[src/decode_pkg.sv]
package decode_pkg;

   // control store geometry
   localparam int UADDR_W     = 4;
   localparam int UCODE_DEPTH = 16;

   // segment register codes
   localparam logic [2:0] SEG_ES = 3'd0;
   localparam logic [2:0] SEG_CS = 3'd1;
   localparam logic [2:0] SEG_SS = 3'd2;
   localparam logic [2:0] SEG_DS = 3'd3;
   localparam logic [2:0] SEG_FS = 3'd4;
   localparam logic [2:0] SEG_GS = 3'd5;

   // operand size codes
   localparam logic [1:0] SIZE_8  = 2'd0;
   localparam logic [1:0] SIZE_16 = 2'd1;
   localparam logic [1:0] SIZE_32 = 2'd2;
   localparam logic [1:0] SIZE_64 = 2'd3;

   // fields found by decode stage one
   typedef struct packed {
      logic [15:0]        opcode;
      logic [7:0]         modrm;
      logic [7:0]         sib;
      logic               modrm_present;
      logic               sib_present;
      logic               disp_present;
      logic [2:0]         disp_sel;
      logic               disp_size;
      logic [3:0]         imm_sel;
      logic [1:0]         imm_size;
      logic               segment_override;
      logic [2:0]         seg_id;
      logic               operand_override;
      logic               repeat_prefix;
      logic [3:0]         instr_length;
      logic [UADDR_W-1:0] decode_address;
   } d1_fields_t;

   // microcode control word, each mux_* bit selects the control value
   typedef struct packed {
      logic               uop_stall;
      logic [UADDR_W-1:0] next_uaddr;
      logic [1:0]         op_size;
      logic               mux_op_size;
      logic               mux_sr1_size;
      logic [1:0]         sr2_size;
      logic               mux_sr2_size;
      logic               mux_dr1_size;
      logic               mux_dr2_size;
      logic               seg1_needed;
      logic               mux_seg1_needed;
      logic               mem_rd;
      logic               mux_mem_rd;
      logic               mem_wr;
      logic               mux_mem_wr;
      logic               ld_gpr1;
      logic               ld_mm;
      logic               sr1_needed;
      logic               mm1_needed;
      logic [2:0]         aluk;
      logic               mux_aluk;
      logic [2:0]         sr1;
      logic               mux_sr1;
      logic [2:0]         sr2;
      logic               mux_sr2;
      logic               mux_seg1;
      logic               mux_seg2;
      logic               jmp_stall;
      logic               is_far;
   } ucode_word_t;

   // to address generation
   typedef struct packed {
      logic [1:0] sr1_size;
      logic [1:0] sr2_size;
      logic       sr1_needed;
      logic       seg1_needed;
      logic       mm1_needed;
      logic [2:0] sr1;
      logic [2:0] sr2;
      logic [2:0] sr3;
      logic [2:0] sr4;
      logic [2:0] seg1;
      logic [2:0] seg2;
      logic       sib_en;
      logic       disp_en;
      logic       base_reg_en;
      logic [1:0] sib_scale;
      logic       mux_seg;
      logic       cmpxchg;
   } ag_ctrl_t;

   // to memory and writeback
   typedef struct packed {
      logic [1:0] dr1_size;
      logic [1:0] dr2_size;
      logic [1:0] mem_size;
      logic       mem_rd;
      logic       mem_wr;
      logic [2:0] aluk;
      logic       ld_gpr1;
      logic       ld_mm;
      logic       repne;
   } wb_ctrl_t;

   // entries 3, 7 and 11 start two-uop flows ending at 12, 13 and 14
   localparam ucode_word_t UCODE_TABLE [UCODE_DEPTH] = '{
      '{default: '0},
      '{ld_gpr1: 1'b1, sr1_needed: 1'b1, default: '0},
      '{mux_op_size: 1'b1, op_size: SIZE_8, ld_gpr1: 1'b1, default: '0},
      '{uop_stall: 1'b1, next_uaddr: 4'd12, mux_mem_rd: 1'b1, mem_rd: 1'b1,
        mux_seg1_needed: 1'b1, seg1_needed: 1'b1, mux_mem_wr: 1'b1, default: '0},
      '{mux_sr1: 1'b1, sr1: 3'd4, mux_seg2: 1'b1, sr1_needed: 1'b1, default: '0},
      '{ld_mm: 1'b1, mm1_needed: 1'b1, mux_op_size: 1'b1, op_size: SIZE_64,
        default: '0},
      '{jmp_stall: 1'b1, mux_aluk: 1'b1, aluk: 3'd7, mux_mem_rd: 1'b1, default: '0},
      '{uop_stall: 1'b1, next_uaddr: 4'd13, is_far: 1'b1, mux_sr1: 1'b1, sr1: 3'd4,
        mux_mem_wr: 1'b1, mem_wr: 1'b1, default: '0},
      '{mux_dr1_size: 1'b1, mux_dr2_size: 1'b1, ld_gpr1: 1'b1, default: '0},
      '{mux_sr2_size: 1'b1, sr2_size: SIZE_16, mux_sr2: 1'b1, sr2: 3'd1,
        default: '0},
      '{mux_seg1: 1'b1, mux_mem_wr: 1'b1, mem_wr: 1'b1, mux_aluk: 1'b1, aluk: 3'd2,
        default: '0},
      '{uop_stall: 1'b1, next_uaddr: 4'd14, mux_mem_rd: 1'b1, mem_rd: 1'b1,
        mux_sr1_size: 1'b1, default: '0},
      '{mux_mem_wr: 1'b1, mem_wr: 1'b1, mux_sr1: 1'b1, sr1: 3'd4, ld_gpr1: 1'b1,
        default: '0},
      '{is_far: 1'b1, jmp_stall: 1'b1, mux_mem_rd: 1'b1, mem_rd: 1'b1, default: '0},
      '{ld_gpr1: 1'b1, mux_aluk: 1'b1, aluk: 3'd5, mux_dr1_size: 1'b1, default: '0},
      '{mux_seg2: 1'b1, mux_sr1_size: 1'b1, mux_seg1_needed: 1'b1, default: '0}
   };

endpackage

[src/decode_stage2.sv]
module decode_stage2 (
   input  logic                    clk,
   input  logic                    arst_n,
   input  logic                    d2_v,
   input  logic                    ld_d2,
   input  logic [127:0]            ir,
   input  logic [31:0]             eip,
   input  decode_pkg::d1_fields_t  fields,
   input  logic [2:0]              exc_en,
   input  logic [2:0]              flush,
   output decode_pkg::ucode_word_t ctrl,
   output decode_pkg::ag_ctrl_t    ag,
   output decode_pkg::wb_ctrl_t    wb,
   output logic [31:0]             disp32,
   output logic [31:0]             imm32,
   output logic [31:0]             eip_next,
   output logic                    uop_stall,
   output logic                    jmp_stall,
   output logic                    exc_v
);

   logic [2:0] seg_eff;
   logic       mux_seg;

   field_extract field_extract_i (
      .ir     (ir),
      .fields (fields),
      .disp32 (disp32),
      .imm32  (imm32)
   );

   seg_select seg_select_i (
      .fields  (fields),
      .seg_eff (seg_eff),
      .mux_seg (mux_seg)
   );

   uop_sequencer uop_sequencer_i (
      .clk       (clk),
      .arst_n    (arst_n),
      .d2_v      (d2_v),
      .ld_d2     (ld_d2),
      .flush     (flush),
      .fields    (fields),
      .ctrl      (ctrl),
      .uop_stall (uop_stall)
   );

   operand_ctrl operand_ctrl_i (
      .fields  (fields),
      .ctrl    (ctrl),
      .seg_eff (seg_eff),
      .mux_seg (mux_seg),
      .ag      (ag),
      .wb      (wb)
   );

   eip_exc_ctrl eip_exc_ctrl_i (
      .eip       (eip),
      .fields    (fields),
      .d2_v      (d2_v),
      .exc_en    (exc_en),
      .ctrl      (ctrl),
      .eip_next  (eip_next),
      .exc_v     (exc_v),
      .jmp_stall (jmp_stall)
   );

endmodule

[src/eip_exc_ctrl.sv]
module eip_exc_ctrl (
   input  logic [31:0]             eip,
   input  decode_pkg::d1_fields_t  fields,
   input  logic                    d2_v,
   input  logic [2:0]              exc_en,
   input  decode_pkg::ucode_word_t ctrl,
   output logic [31:0]             eip_next,
   output logic                    exc_v,
   output logic                    jmp_stall
);

   logic        exc_any;
   logic [31:0] eip_inc;

   // nmi, general protection or page fault
   assign exc_any = |exc_en;

   assign eip_inc = eip + {28'd0, fields.instr_length};

   // a faulting instruction keeps its own eip for the handler
   assign eip_next = exc_any ? eip : eip_inc;

   assign exc_v = d2_v & exc_any;

   // fetch stalls until the branch target resolves
   assign jmp_stall = d2_v & ctrl.jmp_stall;

endmodule

[src/field_extract.sv]
module field_extract (
   input  logic [127:0]           ir,
   input  decode_pkg::d1_fields_t fields,
   output logic [31:0]            disp32,
   output logic [31:0]            imm32
);

   // windows shifted so the selected byte lands at bit 0
   logic [127:0] disp_win;
   logic [127:0] imm_win;

   always_comb begin
      disp_win = ir >> {fields.disp_sel, 3'b000};
      imm_win  = ir >> {fields.imm_sel, 3'b000};
   end

   // displacement is either a signed byte or a full dword
   always_comb begin
      if (fields.disp_size) begin
         disp32 = disp_win[31:0];
      end else begin
         disp32 = {{24{disp_win[7]}}, disp_win[7:0]};
      end
   end

   // immediate sizes 2 and 3 both take 32 bits
   always_comb begin
      case (fields.imm_size)
         2'd0: begin
            imm32 = {{24{imm_win[7]}}, imm_win[7:0]};
         end
         2'd1: begin
            imm32 = {{16{imm_win[15]}}, imm_win[15:0]};
         end
         default: begin
            imm32 = imm_win[31:0];
         end
      endcase
   end

endmodule

[src/operand_ctrl.sv]
module operand_ctrl (
   input  decode_pkg::d1_fields_t  fields,
   input  decode_pkg::ucode_word_t ctrl,
   input  logic [2:0]              seg_eff,
   input  logic                    mux_seg,
   output decode_pkg::ag_ctrl_t    ag,
   output decode_pkg::wb_ctrl_t    wb
);

   logic [1:0] mod;
   logic [2:0] reg_op;
   logic [2:0] rm;
   logic       mod_mem;
   logic       mod_reg;
   logic       mem_modrm;
   logic       op_0f7f;
   logic [1:0] op_size;
   logic [1:0] far_size;
   logic [2:0] base_id;

   assign mod    = fields.modrm[7:6];
   assign reg_op = fields.modrm[5:3];
   assign rm     = fields.modrm[2:0];

   assign mod_mem   = (mod != 2'b11);
   assign mod_reg   = (mod == 2'b11);
   assign mem_modrm = fields.modrm_present & mod_mem;

   // movq mm/m64, mm
   assign op_0f7f = (fields.opcode == 16'h0F7F);

   // 16 under operand override, unless microcode fixes the size
   always_comb begin
      op_size = fields.operand_override ? decode_pkg::SIZE_16 : decode_pkg::SIZE_32;
      if (ctrl.mux_op_size) begin
         op_size = ctrl.op_size;
      end
   end

   // far transfers move the selector along with the offset
   assign far_size = fields.operand_override ? decode_pkg::SIZE_16 : decode_pkg::SIZE_64;

   assign base_id = fields.sib_present ? fields.sib[2:0] : rm;

   always_comb begin
      ag.sr1_size    = (ctrl.mux_sr1_size | mem_modrm) ? decode_pkg::SIZE_32 : op_size;
      ag.sr2_size    = ctrl.mux_sr2_size ? ctrl.sr2_size : op_size;
      ag.sr1_needed  = ctrl.sr1_needed | mem_modrm;
      ag.seg1_needed = ctrl.mux_seg1_needed ? ctrl.seg1_needed : mod_mem;
      ag.mm1_needed  = ctrl.mm1_needed & mod_reg & ~op_0f7f;
      ag.sr1         = ctrl.mux_sr1 ? ctrl.sr1 : base_id;
      ag.sr2         = ctrl.mux_sr2 ? ctrl.sr2 : reg_op;
      ag.sr3         = reg_op;
      ag.sr4         = fields.sib[5:3];
      // string destinations always go through es
      ag.seg1        = ctrl.mux_seg1 ? decode_pkg::SEG_ES : seg_eff;
      ag.seg2        = ctrl.mux_seg2 ? reg_op : decode_pkg::SEG_SS;
      ag.sib_en      = fields.sib_present;
      ag.disp_en     = fields.disp_present;
      // mod 00 rm 101 is disp32 with no base register
      ag.base_reg_en = !(mod == 2'b00 && rm == 3'b101);
      ag.sib_scale   = fields.sib[7:6];
      ag.mux_seg     = mux_seg;
      ag.cmpxchg     = ({fields.opcode[15:1], 1'b0} == 16'h0FB0);
   end

   always_comb begin
      wb.dr1_size = ctrl.mux_dr1_size ? decode_pkg::SIZE_32 : op_size;
      wb.dr2_size = ctrl.mux_dr2_size ? decode_pkg::SIZE_32 : op_size;
      wb.mem_size = ctrl.is_far ? far_size : op_size;
      wb.mem_rd   = ctrl.mux_mem_rd ? ctrl.mem_rd : mod_mem;
      wb.mem_wr   = ctrl.mux_mem_wr ? ctrl.mem_wr : mod_mem;
      wb.aluk     = ctrl.mux_aluk ? ctrl.aluk : reg_op;
      wb.ld_gpr1  = ctrl.ld_gpr1 & ~mem_modrm;
      wb.ld_mm    = ctrl.ld_mm | (mod_reg & op_0f7f);
      wb.repne    = fields.repeat_prefix;
   end

endmodule

[src/seg_select.sv]
module seg_select (
   input  decode_pkg::d1_fields_t fields,
   output logic [2:0]             seg_eff,
   output logic                   mux_seg
);

   logic       push_pop_hit;
   logic [2:0] push_pop_seg;
   logic       stack_base;

   // push/pop of a segment register names that segment
   always_comb begin
      push_pop_hit = 1'b1;
      case (fields.opcode)
         16'h0006, 16'h0007: push_pop_seg = decode_pkg::SEG_ES;
         16'h000E:           push_pop_seg = decode_pkg::SEG_CS;
         16'h0016, 16'h0017: push_pop_seg = decode_pkg::SEG_SS;
         16'h001E, 16'h001F: push_pop_seg = decode_pkg::SEG_DS;
         16'h0FA0, 16'h0FA1: push_pop_seg = decode_pkg::SEG_FS;
         16'h0FA8, 16'h0FA9: push_pop_seg = decode_pkg::SEG_GS;
         default: begin
            push_pop_hit = 1'b0;
            push_pop_seg = decode_pkg::SEG_DS;
         end
      endcase
   end

   // esp as sib base, or ebp with a displacement
   assign stack_base = (fields.sib_present && fields.sib[2:0] == 3'b100) ||
                       (fields.modrm_present &&
                        (fields.modrm[7:6] == 2'b01 || fields.modrm[7:6] == 2'b10) &&
                        fields.modrm[2:0] == 3'b101);

   always_comb begin
      if (fields.segment_override) begin
         seg_eff = fields.seg_id;
      end else if (push_pop_hit) begin
         seg_eff = push_pop_seg;
      end else if (stack_base) begin
         seg_eff = decode_pkg::SEG_SS;
      end else begin
         seg_eff = decode_pkg::SEG_DS;
      end
   end

   assign mux_seg = fields.segment_override && (fields.seg_id == decode_pkg::SEG_CS);

endmodule

[src/uop_sequencer.sv]
module uop_sequencer (
   input  logic                    clk,
   input  logic                    arst_n,
   input  logic                    d2_v,
   input  logic                    ld_d2,
   input  logic [2:0]              flush,
   input  decode_pkg::d1_fields_t  fields,
   output decode_pkg::ucode_word_t ctrl,
   output logic                    uop_stall
);

   // continuation state
   logic                             uop_active;
   logic [decode_pkg::UADDR_W-1:0]   saved_uaddr;
   logic [decode_pkg::UADDR_W-1:0]   uaddr;
   logic                             flush_any;

   assign flush_any = |flush;

   // follow the chain while a multi-uop flow is in progress
   assign uaddr = uop_active ? saved_uaddr : fields.decode_address;

   assign ctrl = decode_pkg::UCODE_TABLE[uaddr];

   // interrupt, repne terminate or mispredict kills the flow
   assign uop_stall = d2_v & ctrl.uop_stall & ~flush_any;

   // next address only advances when the next stage takes this uop
   always_ff @(posedge clk or negedge arst_n) begin
      if (!arst_n) begin
         saved_uaddr <= '0;
      end else if (d2_v && ld_d2) begin
         saved_uaddr <= ctrl.next_uaddr;
      end
   end

   // a flush forces the flag to update even under back-pressure
   always_ff @(posedge clk or negedge arst_n) begin
      if (!arst_n) begin
         uop_active <= 1'b0;
      end else if (ld_d2 || flush_any) begin
         uop_active <= uop_stall;
      end
   end

endmodule

[config.mk]
export PLATFORM = sky130hd
export DESIGN_NAME = decode_stage2
export DESIGN_NICKNAME = d
export VERILOG_FILES = /design/src/decode_pkg.sv /design/src/decode_stage2.sv /design/src/eip_exc_ctrl.sv /design/src/field_extract.sv /design/src/operand_ctrl.sv /design/src/seg_select.sv /design/src/uop_sequencer.sv
export SDC_FILE = /design/constraint.sdc
export NUM_CORES = 1
export LEC_CHECK = 0
export BUFFER_PORTS_ARGS = -buffer_cell sky130_fd_sc_hd__clkbuf_2
export CAP_MARGIN = 5
export CELL_PAD_IN_SITES_DETAIL_PLACEMENT = 0
export CELL_PAD_IN_SITES_GLOBAL_PLACEMENT = 1
export CORE_AREA = 2 2 159 161
export CTS_BUF_LIST = sky130_fd_sc_hd__clkbuf_16
export CTS_CLUSTER_SIZE = 30
export DETAILED_ROUTE_END_ITERATION = 12
export DIE_AREA = 0 0 161 163
export PLACE_DENSITY = 0.78
export RECOVER_POWER = 25
export REMOVE_ABC_BUFFERS = 1
export SLEW_MARGIN = 20
export SYNTH_ARGS = -nofsm -noshare
export SYNTH_HDL_FRONTEND = slang
export SYNTH_SLANG_ARGS = --single-unit
export TNS_END_PERCENT = 50
[constraint.sdc]
create_clock -name clk -period 3.8 [get_ports clk]
set_input_delay 0.76 -clock clk [delete_from_list [all_inputs] [get_ports clk]]
set_output_delay 0.76 -clock clk [all_outputs]
set_load 0.1 [all_outputs]
==> results of run 1 <==
==> synthesized netlist by cell type (all sizes together), types with 3 or more instances <==
| master | instances |
|---|---|
| nor3b | 4 |
| a31o | 4 |
| and4 | 8 |
| o31ai | 6 |
| ha | 11 |
| nor2b | 12 |
| a221oi | 4 |
| a221o | 3 |
| a21o | 5 |
| xor2 | 3 |
| nor4 | 4 |
| nand2 | 54 |
| or2 | 3 |
| a32oi | 8 |
| inv | 11 |
| xnor2 | 26 |
| or2b | 5 |
| o211ai | 9 |
| nand2b | 15 |
| nand4 | 7 |
| and2 | 15 |
| nor2 | 26 |
| o22ai | 3 |
| clkbuf | 26 |
| and3 | 10 |
| a21oi | 41 |
| mux2i | 140 |
| o21ai | 10 |
| o21bai | 3 |
| nand3 | 43 |
| a222oi | 7 |
| o221ai | 7 |
| buf | 77 |
| a211oi | 4 |
| mux2 | 58 |
| mux4 | 105 |
| dfrtp | 4 |
==> state kept, by name, indices dropped and copies added, names as in the netlist <==
name and count:
uop_sequencer_i.saved_uaddr 3, uop_sequencer_i.uop_active 1
==> critical path, stage by stage <==
cell and delay [ps]:
clkbuf_2 110, ha_1 250, fa_1 420, a21o_1 200, a21o_1 260, and3_1 210, buf_4 160, nand3_1 90
xnor2_1 190, buf_12 220
==> through the flow <==
step | hold WS [ps] | setup WS (ps) | area, µm² | power (mW)
final | 372 | 160 | 11100 | 3.05
after global routing | 378 | 60.9 | 11100 | 3.16
after CTS | 339 | 150 | 11200 | 3.10
after detailed placement | 471 | 159 | 11200 | 2.93
after global placement | 463 | 202 | 11200 | 2.91
after floorplan | 448 | -3290 | 7090 | 1.87
==> final timing paths <==
kind                            slack, ps  depth (start not counted)                                         end
worst max register to register       1500                          6      uop_sequencer_i.uop_active$_DFFE_PN0P_
min in group clk                      480                          2  uop_sequencer_i.saved_uaddr[1]$_DFFE_PN0P_
worst min register to register        480                          2  uop_sequencer_i.saved_uaddr[1]$_DFFE_PN0P_
worst min-delay path                  370                          1      uop_sequencer_i.uop_active$_DFFE_PN0P_
max in group asynchronous            3230                          1  uop_sequencer_i.saved_uaddr[1]$_DFFE_PN0P_
worst max-delay path                  160                         10                                eip_next[22]
==> cell families after synthesis <==
kind of cell    count (synthesis)  synth area share, %
compound gates                126                 11.4
xor+xnor                       29                 3.28
fa+ha+maj                      12                 2.03
buf+inv                       114                 9.24
flops                           4                 1.29
mux                           303                 57.3
other cells                     1               0.0484
simple gates                  219                 15.4
==> where the power goes <==
part	leakage (nW)	switching, mW	total [mW]	internal (mW)
combinational	4.95	1.91	2.84	0.934
clock	0.0370	0.0285	0.163	0.134
sequential	0.0547	0.00192	0.0469	0.0450
==> layout make-up <==
class / instances / area [µm²] / area share (%)
Multi-Input combinational cell: 694 / 6950 / 62.8
Antenna cell: 1 / 2.50 / 0.0226
Sequential cell: 4 / 100 / 0.903
Timing Repair Buffer: 433 / 3490 / 31.5
Clock buffer: 3 / 75.1 / 0.678
Tap cell: 330 / 413 / 3.73
Inverter: 11 / 41.3 / 0.373
==> metal layers <==
metal  up-vias  share of wire, %  track usage (%)
met5         -                 0                0
met4         0               1.7             4.30
met3        38               7.3             2.78
met2       425                48             36.5
met1      4229                43             32.0
li1       3880                 -                -
==> summary.md, run 1 <==
| Metric | Value |
|---|---|
| Post-DP HPWL | `25500 µm` |
| Ports | `414` |
| Setup CP Type | `input port to output port` |
| First-pass GRT wire length | `47700 µm` |
| Largest fanout on the critical path | `7` |
| Power density cells | `276 nW/µm²` |
| Clk root buf | `clkbuf_16` |
| Synth Cell Area | `7750 µm²` |
| Hold_buf cts | `0` |
| Most common cell after layout, fill and taps aside | `clkbuf_2` |
| Initial antenna violation count | `1` |
| Top_reg_cell synth | `dfrtp_1` |
| Worst Path Arrival | `2880 ps` |
| Post-cts resize count | `0` |
| Setup crit end kind | `output port` |
| Routed via count | `8572` |
| Setup_tns | `0 ps` |
| RSZ-0062 raised after global routing | `false` |
| Post-route insts no fill | `1476` |
| Clock latency on the worst-skew pair | `220 ps` |
| Fmax | `275 MHz` |
| Std-Cell Rows | `58` |
| Cts bufs inserted | `3` |
| Post-synth EDFFs | `0` |
| Layout area overhead | `43.0%` |
| Crit path from | `eip[0]` |
| Vias in the first global route | `8260` |
| Area contributors post-synth | `mux4_2 29%, mux2i_1 18%, mux2_2 8.4%, buf_4 3.0%, xnor2_1 2.9%` |
| Max_slew headroom | `20.2%` |
| Port bufs | `394` |
| Fin nets | `1388` |
| WP data required | `3040 ps` |
| Final period util | `95.8%` |
| Sink Count | `4` |
| Mean routed wirelength per cell | `21.4 µm` |
| GP Congestion | `0.947` |
| Post-CTS Setup Inserts | `0` |
| Initial core utilization | `31.4%` |
| GRT Total Usage | `22.4%` |
| Drc violations | `0` |
| Final hold violations | `0` |
| Ys async rst share | `100%` |
| Clock Path Buffers | `2` |
| Most frequent cells in the layout | `283 x clkbuf_2, 140 x mux2i_1, 99 x mux4_2` |
| Fill count | `2444` |
| Final setup fails | `0` |
| Hold Crit Class | `input port to async pin` |
| Critical path launch point type | `input port` |
| First-pass detailed-route iteration total | `7` |
| H-Tree Depth | `1` |
| VDD IR max | `194 µV` |
| Routed WL | `31600 µm` |
| Reg2reg start | `uop_sequencer_i.uop_active$_DFFE_PN0P_` |
| Antenna viol nets, final | `0` |
| Die area | `26200 µm²` |
| Largest net degree at the start of global routing | `59` |
| Library cells used by synthesis | `70` |
| Max Transition Viols Final | `0` |
| Worst Tran Pin Value | `1200 ps` |
| Die span in y | `163 µm` |
| Mean Syn Cell Area | `9.59 µm²` |
| Share of post-route cells with drive strength above 1 | `51.9%` |
| Core Region | `24700 µm²` |
| Synth warn | `0` |
| Worst-case clock skew | `3.27 ps` |
| Placed cell count | `1472` |
| FF+latch count, synth | `4` |
| Post-synth top area share | `28.8%` |
| Sequential fraction of the synthesis area | `1.29%` |
| Maxcap violations | `0` |
| Final core utilization | `44.9%` |
| CTS tree | `built` |
| Vias per inst | `5.81` |
| Syn Inst Count | `808` |
| Clock slew seen by the registers of the worst setup and hold paths | `30 ps` |
| Initial DRC count | `740` |
| Post-layout min period | `3640 ps` |
| Grt ovf | `0` |
| Status | `finished, final reports clean` |
| P_leak | `5.04 nW` |
| Die X | `161 µm` |
| Cell taking the most area after synthesis | `mux4_2` |
No activity file was read; power rests on OpenSTA's default activity.
==> run 2, diff against run 1 <==
CORE_AREA = 2 2 162 164   (was 2 2 159 161)
DIE_AREA = 0 0 164 166   (was 0 0 161 163)
PLACE_DENSITY = 0.75   (was 0.78)
clock period = 4.7 ns   (was 3.8 ns; I/O delays follow)
==> summary.md, run 2 (synthesized netlist as in run 1, its figures left out) <==
| Metric | Value |
|---|---|
| GRT met1 Usage | `31.5% (was 32.0%)` |
| Max Transition Viols Final | `0 (unchanged)` |
| Final period util | `91.6%` |
| WP data required | `3760 ps (was 3040 ps)` |
| Clock latency on the worst-skew pair | `230 ps (was 220 ps)` |
| Fin nets | `1375 (was 1388)` |
| R2r worst-path depth | `6 (unchanged)` |
| Sink Count | `4 (unchanged)` |
| Post-route insts no fill | `1468 (was 1476)` |
| Worst Tran Pin Value | `1230 ps (was 1200 ps)` |
| Setup crit end kind | `output port (unchanged)` |
| Fmax | `232 MHz` |
| Met3 Usage GRT | `2.60% (was 2.78%)` |
| GP Congestion | `0.927 (was 0.947)` |
| Grt ovf | `0 (unchanged)` |
| Vias in the first global route | `8254 (was 8260)` |
| Hold_buf cts | `0 (unchanged)` |
| Final hold violations | `0 (unchanged)` |
| Global Route met2 Usage | `33.9% (was 36.5%)` |
| Worst Path Arrival | `3360 ps (was 2880 ps)` |
| Slowest-stage cell, CP | `clkbuf_1 (was fa_1)` |
| First-pass detailed-route iteration total | `5 (was 7)` |
| Maxcap violations | `0 (unchanged)` |
| Hold Crit Class | `flop to flop (was input port to async pin)` |
| P_leak | `4.76 nW (was 5.04 nW)` |
| Biggest register | `uop_sequencer_i.saved_uaddr (unchanged)` |
| Post-layout min period | `4300 ps` |
| Status | `finished, final reports clean (unchanged)` |
| RSZ-0062 raised after global routing | `false (unchanged)` |
| Max_slew headroom | `18.2% (was 20.2%)` |
| WHS Endpoint | `uop_sequencer_i.saved_uaddr[1]$_DFFE_PN0P_` |
| Post-route setup slack | `397 ps (was 160 ps)` |
| First-pass GRT wire length | `47700 µm (about the same)` |
| Initial core utilization | `30.2% (was 31.4%)` |
| CP max stage delay | `750 ps (was 420 ps)` |
| Layout area overhead | `35.0% (was 43.0%)` |
| Vias per inst | `5.80 (was 5.81)` |
| Port bufs | `394 (unchanged)` |
| Std-Cell Rows | `59 (was 58)` |
| H-Tree Depth | `1 (unchanged)` |
| Largest fanout on the critical path | `24 (was 7)` |
| GRT Total Usage | `21.7% (was 22.4%)` |
| Antenna viol nets, final | `0 (unchanged)` |
| Routed via count | `8511 (was 8572)` |
| Most frequent cells in the layout | `302 x clkbuf_2, 140 x mux2i_1, 99 x mux4_2 (was 283 x clkbuf_2, 140 x mux2i_1, 99 x mux4_2)` |
| Most common cell after layout, fill and taps aside | `clkbuf_2 (unchanged)` |
| Die span in y | `166 µm (was 163 µm)` |
| Post-DP HPWL | `24800 µm (was 25500 µm)` |
| Largest net degree at the start of global routing | `71 (was 59)` |
| Hold Startpoint | `uop_sequencer_i.saved_uaddr[1]$_DFFE_PN0P_` |
| Cts bufs inserted | `3 (unchanged)` |
| Placement Setup Slack | `600 ps (was 159 ps)` |
| Setup CP Type | `input port to output port (unchanged)` |
| VDD IR max | `173 µV (was 194 µV)` |
| Clk root buf | `clkbuf_16 (unchanged)` |
| Placed cell count | `1464 (was 1472)` |
| Ports | `414 (unchanged)` |
| Final setup fails | `0 (unchanged)` |
| Die X | `164 µm (was 161 µm)` |
| Clock slew seen by the registers of the worst setup and hold paths | `30 ps (about the same)` |
| Reg2reg start | `uop_sequencer_i.uop_active$_DFFE_PN0P_ (unchanged)` |
| Mean routed wirelength per cell | `21.0 µm (was 21.4 µm)` |
| R2r setup slk | `2470 ps (was 1500 ps)` |
| Clock Path Buffers | `2 (unchanged)` |
| Routed WL | `30800 µm (was 31600 µm)` |
| Share of post-route cells with drive strength above 1 | `50.4% (was 51.9%)` |
| Hold WS | `496 ps (was 372 ps)` |
| Layer with the highest usage | `met2 (unchanged)` |
| Worst-path cell chain | `clkbuf_1 > mux4_2 > mux2_2 > nor2_2 > buf_4 > a21oi_1 > clkbuf_2 (was clkbuf_2 > ha_1 > fa_1 > a21o_1 > a21o_1 > and3_1 > buf_4 > nand3_1 > xnor2_1 > buf_12)` |
| Worst R2R End | `uop_sequencer_i.uop_active$_DFFE_PN0P_ (unchanged)` |
| Power density cells | `226 nW/µm² (was 276 nW/µm²)` |
| Biggest regs | `uop_sequencer_i.saved_uaddr: 3 flops, uop_sequencer_i.uop_active: 1 flops (unchanged)` |
| Worst-case clock skew | `1.49 ps (was 3.27 ps)` |
| Initial DRC count | `792 (was 740)` |
| CTS tree | `built (unchanged)` |
| Core Region | `25600 µm² (was 24700 µm²)` |
| Die area | `27200 µm² (was 26200 µm²)` |
| Post-cts resize count | `0 (unchanged)` |
| Initial antenna violation count | `1 (unchanged)` |
| Post-CTS Setup Inserts | `0 (unchanged)` |
| Power Total | `2.36 mW (was 3.05 mW)` |
| Hold path cells | `2` |
| Critical path launch point type | `input port (unchanged)` |
| Drc violations | `0 (unchanged)` |
| Max reg flops | `3 (unchanged)` |
run 2: cell count changes in the layout (fill, tap and decap cells not counted), sizes merged:
cell	before	now
buf	127	85
clkbuf	309	338
run 2: final cells by class:
type	count	area (µm²)
clock buffers	3	75.1
fillers	2589	15200
inverters	11	41.3
flip-flops and latches	4	100
diodes	1	2.50
multi-input cells	694	6950
well taps	335	419
repair buffers	420	2870
run 2: per-stage QoR:
step / setup TNS [ps] / utilization [%] / instance area, µm²
4_1_cts: 0 / 41.0 / 10500
5_1_grt: 0 / 40.8 / 10500
3_5_place_dp: 0 / 40.7 / 10400
3_3_place_gp: 0 / 40.7 / 10400
6_report: 0 / 40.8 / 10500
2_1_floorplan: -36810 / - / 7090
run 2: report_power, final:
group	switching [mW]	total, mW	internal (mW)
combinational	1.52	2.19	0.669
clock	0.0247	0.133	0.109
sequential	0.00153	0.0379	0.0364
run 2: metal layers:
layer,up-vias,wire [µm]
li1,3851,-
met1,4202,13500
met5,-,0
met4,0,765
met3,45,2250
met2,413,14300
run 2: worst max path at each step:
| stage | startpoint | end | slack, ps | cells after the start |
|---|---|---|---|---|
| detailed placement | fields[17] | imm32[9] | 600 | 6 |
| global route | fields[56] | ag[10] | 280 | 7 |
| CTS | fields[17] | imm32[9] | 610 | 6 |
| global placement | fields[17] | imm32[9] | 620 | 6 |
| finish | fields[23] | disp32[30] | 400 | 7 |
| floorplan | fields[3] | uop_stall | -2750 | 5 |
run 2: critical path: cells and delay by family:
| family | cells | cell delay, ps |
|---|---|---|
| buffers and inverters | 3 | 1490 |
| muxes | 2 | 700 |
| AOI/OAI and AO/OA | 1 | 130 |
| and+or+nand+nor | 1 | 80 |
==> run 3, diff against run 2 <==
GPL_TIMING_DRIVEN = 0   (was unset)
==> summary.md, run 3 (synthesized netlist as in run 1, its figures left out) <==
| Metric | Value |
|---|---|
| Die span in y | `166 µm (unchanged)` |
| Power Total | `2.16 mW (was 2.36 mW)` |
| GP Congestion | `0.879 (was 0.927)` |
| R2r setup slk | `2330 ps (was 2470 ps)` |
| Hold_buf cts | `0 (unchanged)` |
| Routed via count | `8308 (was 8511)` |
| Reg2reg start | `uop_sequencer_i.uop_active$_DFFE_PN0P_ (unchanged)` |
| Biggest register | `uop_sequencer_i.saved_uaddr (unchanged)` |
| Seq. cell area | `100 µm² (unchanged)` |
| Largest net degree at the start of global routing | `68 (was 71)` |
| Final period util | `96.2% (was 91.6%)` |
| Initial DRC count | `581 (was 792)` |
| Vias in the first global route | `7913 (was 8254)` |
| Fmax | `221 MHz (was 232 MHz)` |
| First-pass GRT wire length | `45800 µm (was 47700 µm)` |
| Largest fanout on the critical path | `41 (was 24)` |
| Core Region | `25600 µm² (unchanged)` |
| Worst Tran Pin Value | `1220 ps (was 1230 ps)` |
| P_leak | `4.44 nW (was 4.76 nW)` |
| Worst-path cell chain | `clkbuf_4 > mux2_2 > nor3b_1 > or4_4 > a211o_4 > o221ai_1 > clkbuf_2 (was clkbuf_1 > mux4_2 > mux2_2 > nor2_2 > buf_4 > a21oi_1 > clkbuf_2)` |
| Hold Startpoint | `uop_sequencer_i.saved_uaddr[1]$_DFFE_PN0P_ (unchanged)` |
| Max reg flops | `3 (unchanged)` |
| Post-route cell area | `9670 µm² (was 10500 µm²)` |
| Post-route setup slack | `179 ps (was 397 ps)` |
| Initial core utilization | `30.2% (unchanged)` |
| Routed WL | `30200 µm (was 30800 µm)` |
| Max Transition Viols Final | `0 (unchanged)` |
| VDD IR max | `208 µV (was 173 µV)` |
| Crit path buf inv count | `2 (was 3)` |
| Placed Area | `9600 µm² (was 10400 µm²)` |
| Fin nets | `1353 (was 1375)` |
| Port bufs | `394 (unchanged)` |
| Worst Path Arrival | `3580 ps (was 3360 ps)` |
| Fill count | `2663 (was 2589)` |
| First-pass detailed-route iteration total | `5 (unchanged)` |
| R2r worst-path depth | `6 (unchanged)` |
| CTS tree | `built (unchanged)` |
| Mean routed wirelength per cell | `20.8 µm (was 21.0 µm)` |
| Clk root buf | `clkbuf_16 (unchanged)` |
| Clock slew seen by the registers of the worst setup and hold paths | `30 ps (about the same)` |
| Sink Count | `4 (unchanged)` |
| Area occupied by multi-input gates | `6990 µm² (was 6950 µm²)` |
| Post-DP HPWL | `23500 µm (was 24800 µm)` |
| Die X | `164 µm (unchanged)` |
| WHS Endpoint | `uop_sequencer_i.saved_uaddr[1]$_DFFE_PN0P_ (unchanged)` |
| Setup CP Type | `input port to output port (unchanged)` |
| RSZ-0062 raised after global routing | `false (unchanged)` |
| Slowest-stage cell, CP | `or4_4 (was clkbuf_1)` |
| Post-route insts no fill | `1447 (was 1468)` |
| Most frequent cells in the layout | `356 x clkbuf_2, 140 x mux2i_1, 99 x mux4_2 (was 302 x clkbuf_2, 140 x mux2i_1, 99 x mux4_2)` |
| Worst path depth | `7 (unchanged)` |
| Grt ovf | `0 (unchanged)` |
| Antenna viol nets, final | `0 (unchanged)` |
| Drc violations | `0 (unchanged)` |
| Final hold violations | `0 (unchanged)` |
| Crit-path leading delay family | `buffers and inverters (unchanged)` |
| Setup crit end kind | `output port (unchanged)` |
| Die area | `27200 µm² (unchanged)` |
| H-Tree Depth | `1 (unchanged)` |
| Vias per inst | `5.74 (was 5.80)` |
| Share of post-route cells with drive strength above 1 | `50.0% (was 50.4%)` |
| Std-Cell Rows | `59 (unchanged)` |
| Max_slew headroom | `19.1% (was 18.2%)` |
| Placed cell count | `1441 (was 1464)` |
| Cts bufs inserted | `3 (unchanged)` |
| Initial antenna violation count | `3 (was 1)` |
| Critical path launch point type | `input port (unchanged)` |
| Final core utilization | `37.7% (was 40.8%)` |
| Power density cells | `223 nW/µm² (was 226 nW/µm²)` |
| CP max stage delay | `560 ps (was 750 ps)` |
| Biggest regs | `uop_sequencer_i.saved_uaddr: 3 flops, uop_sequencer_i.uop_active: 1 flops (unchanged)` |
| Post-layout min period | `4520 ps (was 4300 ps)` |
| Placement Setup Slack | `-685 ps (was 600 ps)` |
| Final setup fails | `0 (unchanged)` |
| Worst R2R End | `uop_sequencer_i.uop_active$_DFFE_PN0P_ (unchanged)` |
| WP data required | `3760 ps (about the same)` |
| Hold path cells | `2 (unchanged)` |
| Maxcap violations | `0 (unchanged)` |
| Most common cell after layout, fill and taps aside | `clkbuf_2 (unchanged)` |
| Layout area overhead | `24.8% (was 35.0%)` |
| Worst-case clock skew | `0.165 ps (was 1.49 ps)` |
| Status | `finished, final reports clean (unchanged)` |
| GRT Total Usage | `20.7% (was 21.7%)` |
| Clock latency on the worst-skew pair | `220 ps (was 230 ps)` |
| Crit path from | `fields[18] (was fields[23])` |
| Clock Path Buffers | `2 (unchanged)` |
| Ports | `414 (unchanged)` |
| Hold Crit Class | `flop to flop (unchanged)` |
[run 3: cell count changes in the layout (fill, tap and decap cells not counted), moves of 2 or more]
cell      delta
buf_4       -36
nor2_4       +2
clkbuf_1     -2
buf_12      -47
clkbuf_4     +4
nor2b_1      -2
buf_16       +2
clkbuf_2    +54
clkbuf_8     +2
[run 3: final cells by class]
cell class	count	area share [%]
antenna	2	0.0518
tap	335	4.34
timing repair buffer	397	21.1
multi-input combinational	695	72.3
sequential	4	1.04
clock buffer	3	0.777
inverter	11	0.427
[run 3: timing repair]
action | in CTS | in global routing
gates cloned | 0 | 1
setup endpoints to repair | 24 | 9
setup buffers | 0 | 0
pin swaps | 0 | 1
resized for setup | 5 | 2
[run 3: worst max-delay path by stage]
stage	slack, ps	endpoint
floorplan	-2750	uop_stall
global placement	-2440	imm32[12]
detailed placement	-680	imm32[16]
CTS	110	disp32[14]
global route	30	ag[10]
finish	180	imm32[12]
[run 3: metrics by stage]
stage	setup TNS (ps)	hold slack, ps
finish	0	480
global route	0	507
CTS	0	484
detailed placement	-10740	474
global placement	-114940	472
floorplan	-36810	448
[run 3: power breakdown]
| group | switching (mW) | internal (mW) | total [mW] |
|---|---|---|---|
| Clock | 0.0242 | 0.109 | 0.133 |
| Combinational | 1.49 | 0.496 | 1.98 |
| Sequential | 0.00161 | 0.0363 | 0.0379 |
[run 3: worst reg2reg max path, delay by kind of cell, from the launching register on]
family / cells / cell delay (ps)
compound gates: 1 / 450
fa+ha+maj: 1 / 300
buf+inv: 1 / 140
flops: 1 / 510
mux: 1 / 210
simple gates: 2 / 620
[run 3: layer usage]
metal / vias up / global-route usage, % / part of all wire (%)
li1: 3839 / - / -
met1: 4141 / 30.2 / 45
met2: 310 / 33.9 / 48
met3: 16 / 2.25 / 6.4
met4: 2 / 2.75 / 0.91
met5: - / 0 / 0.043
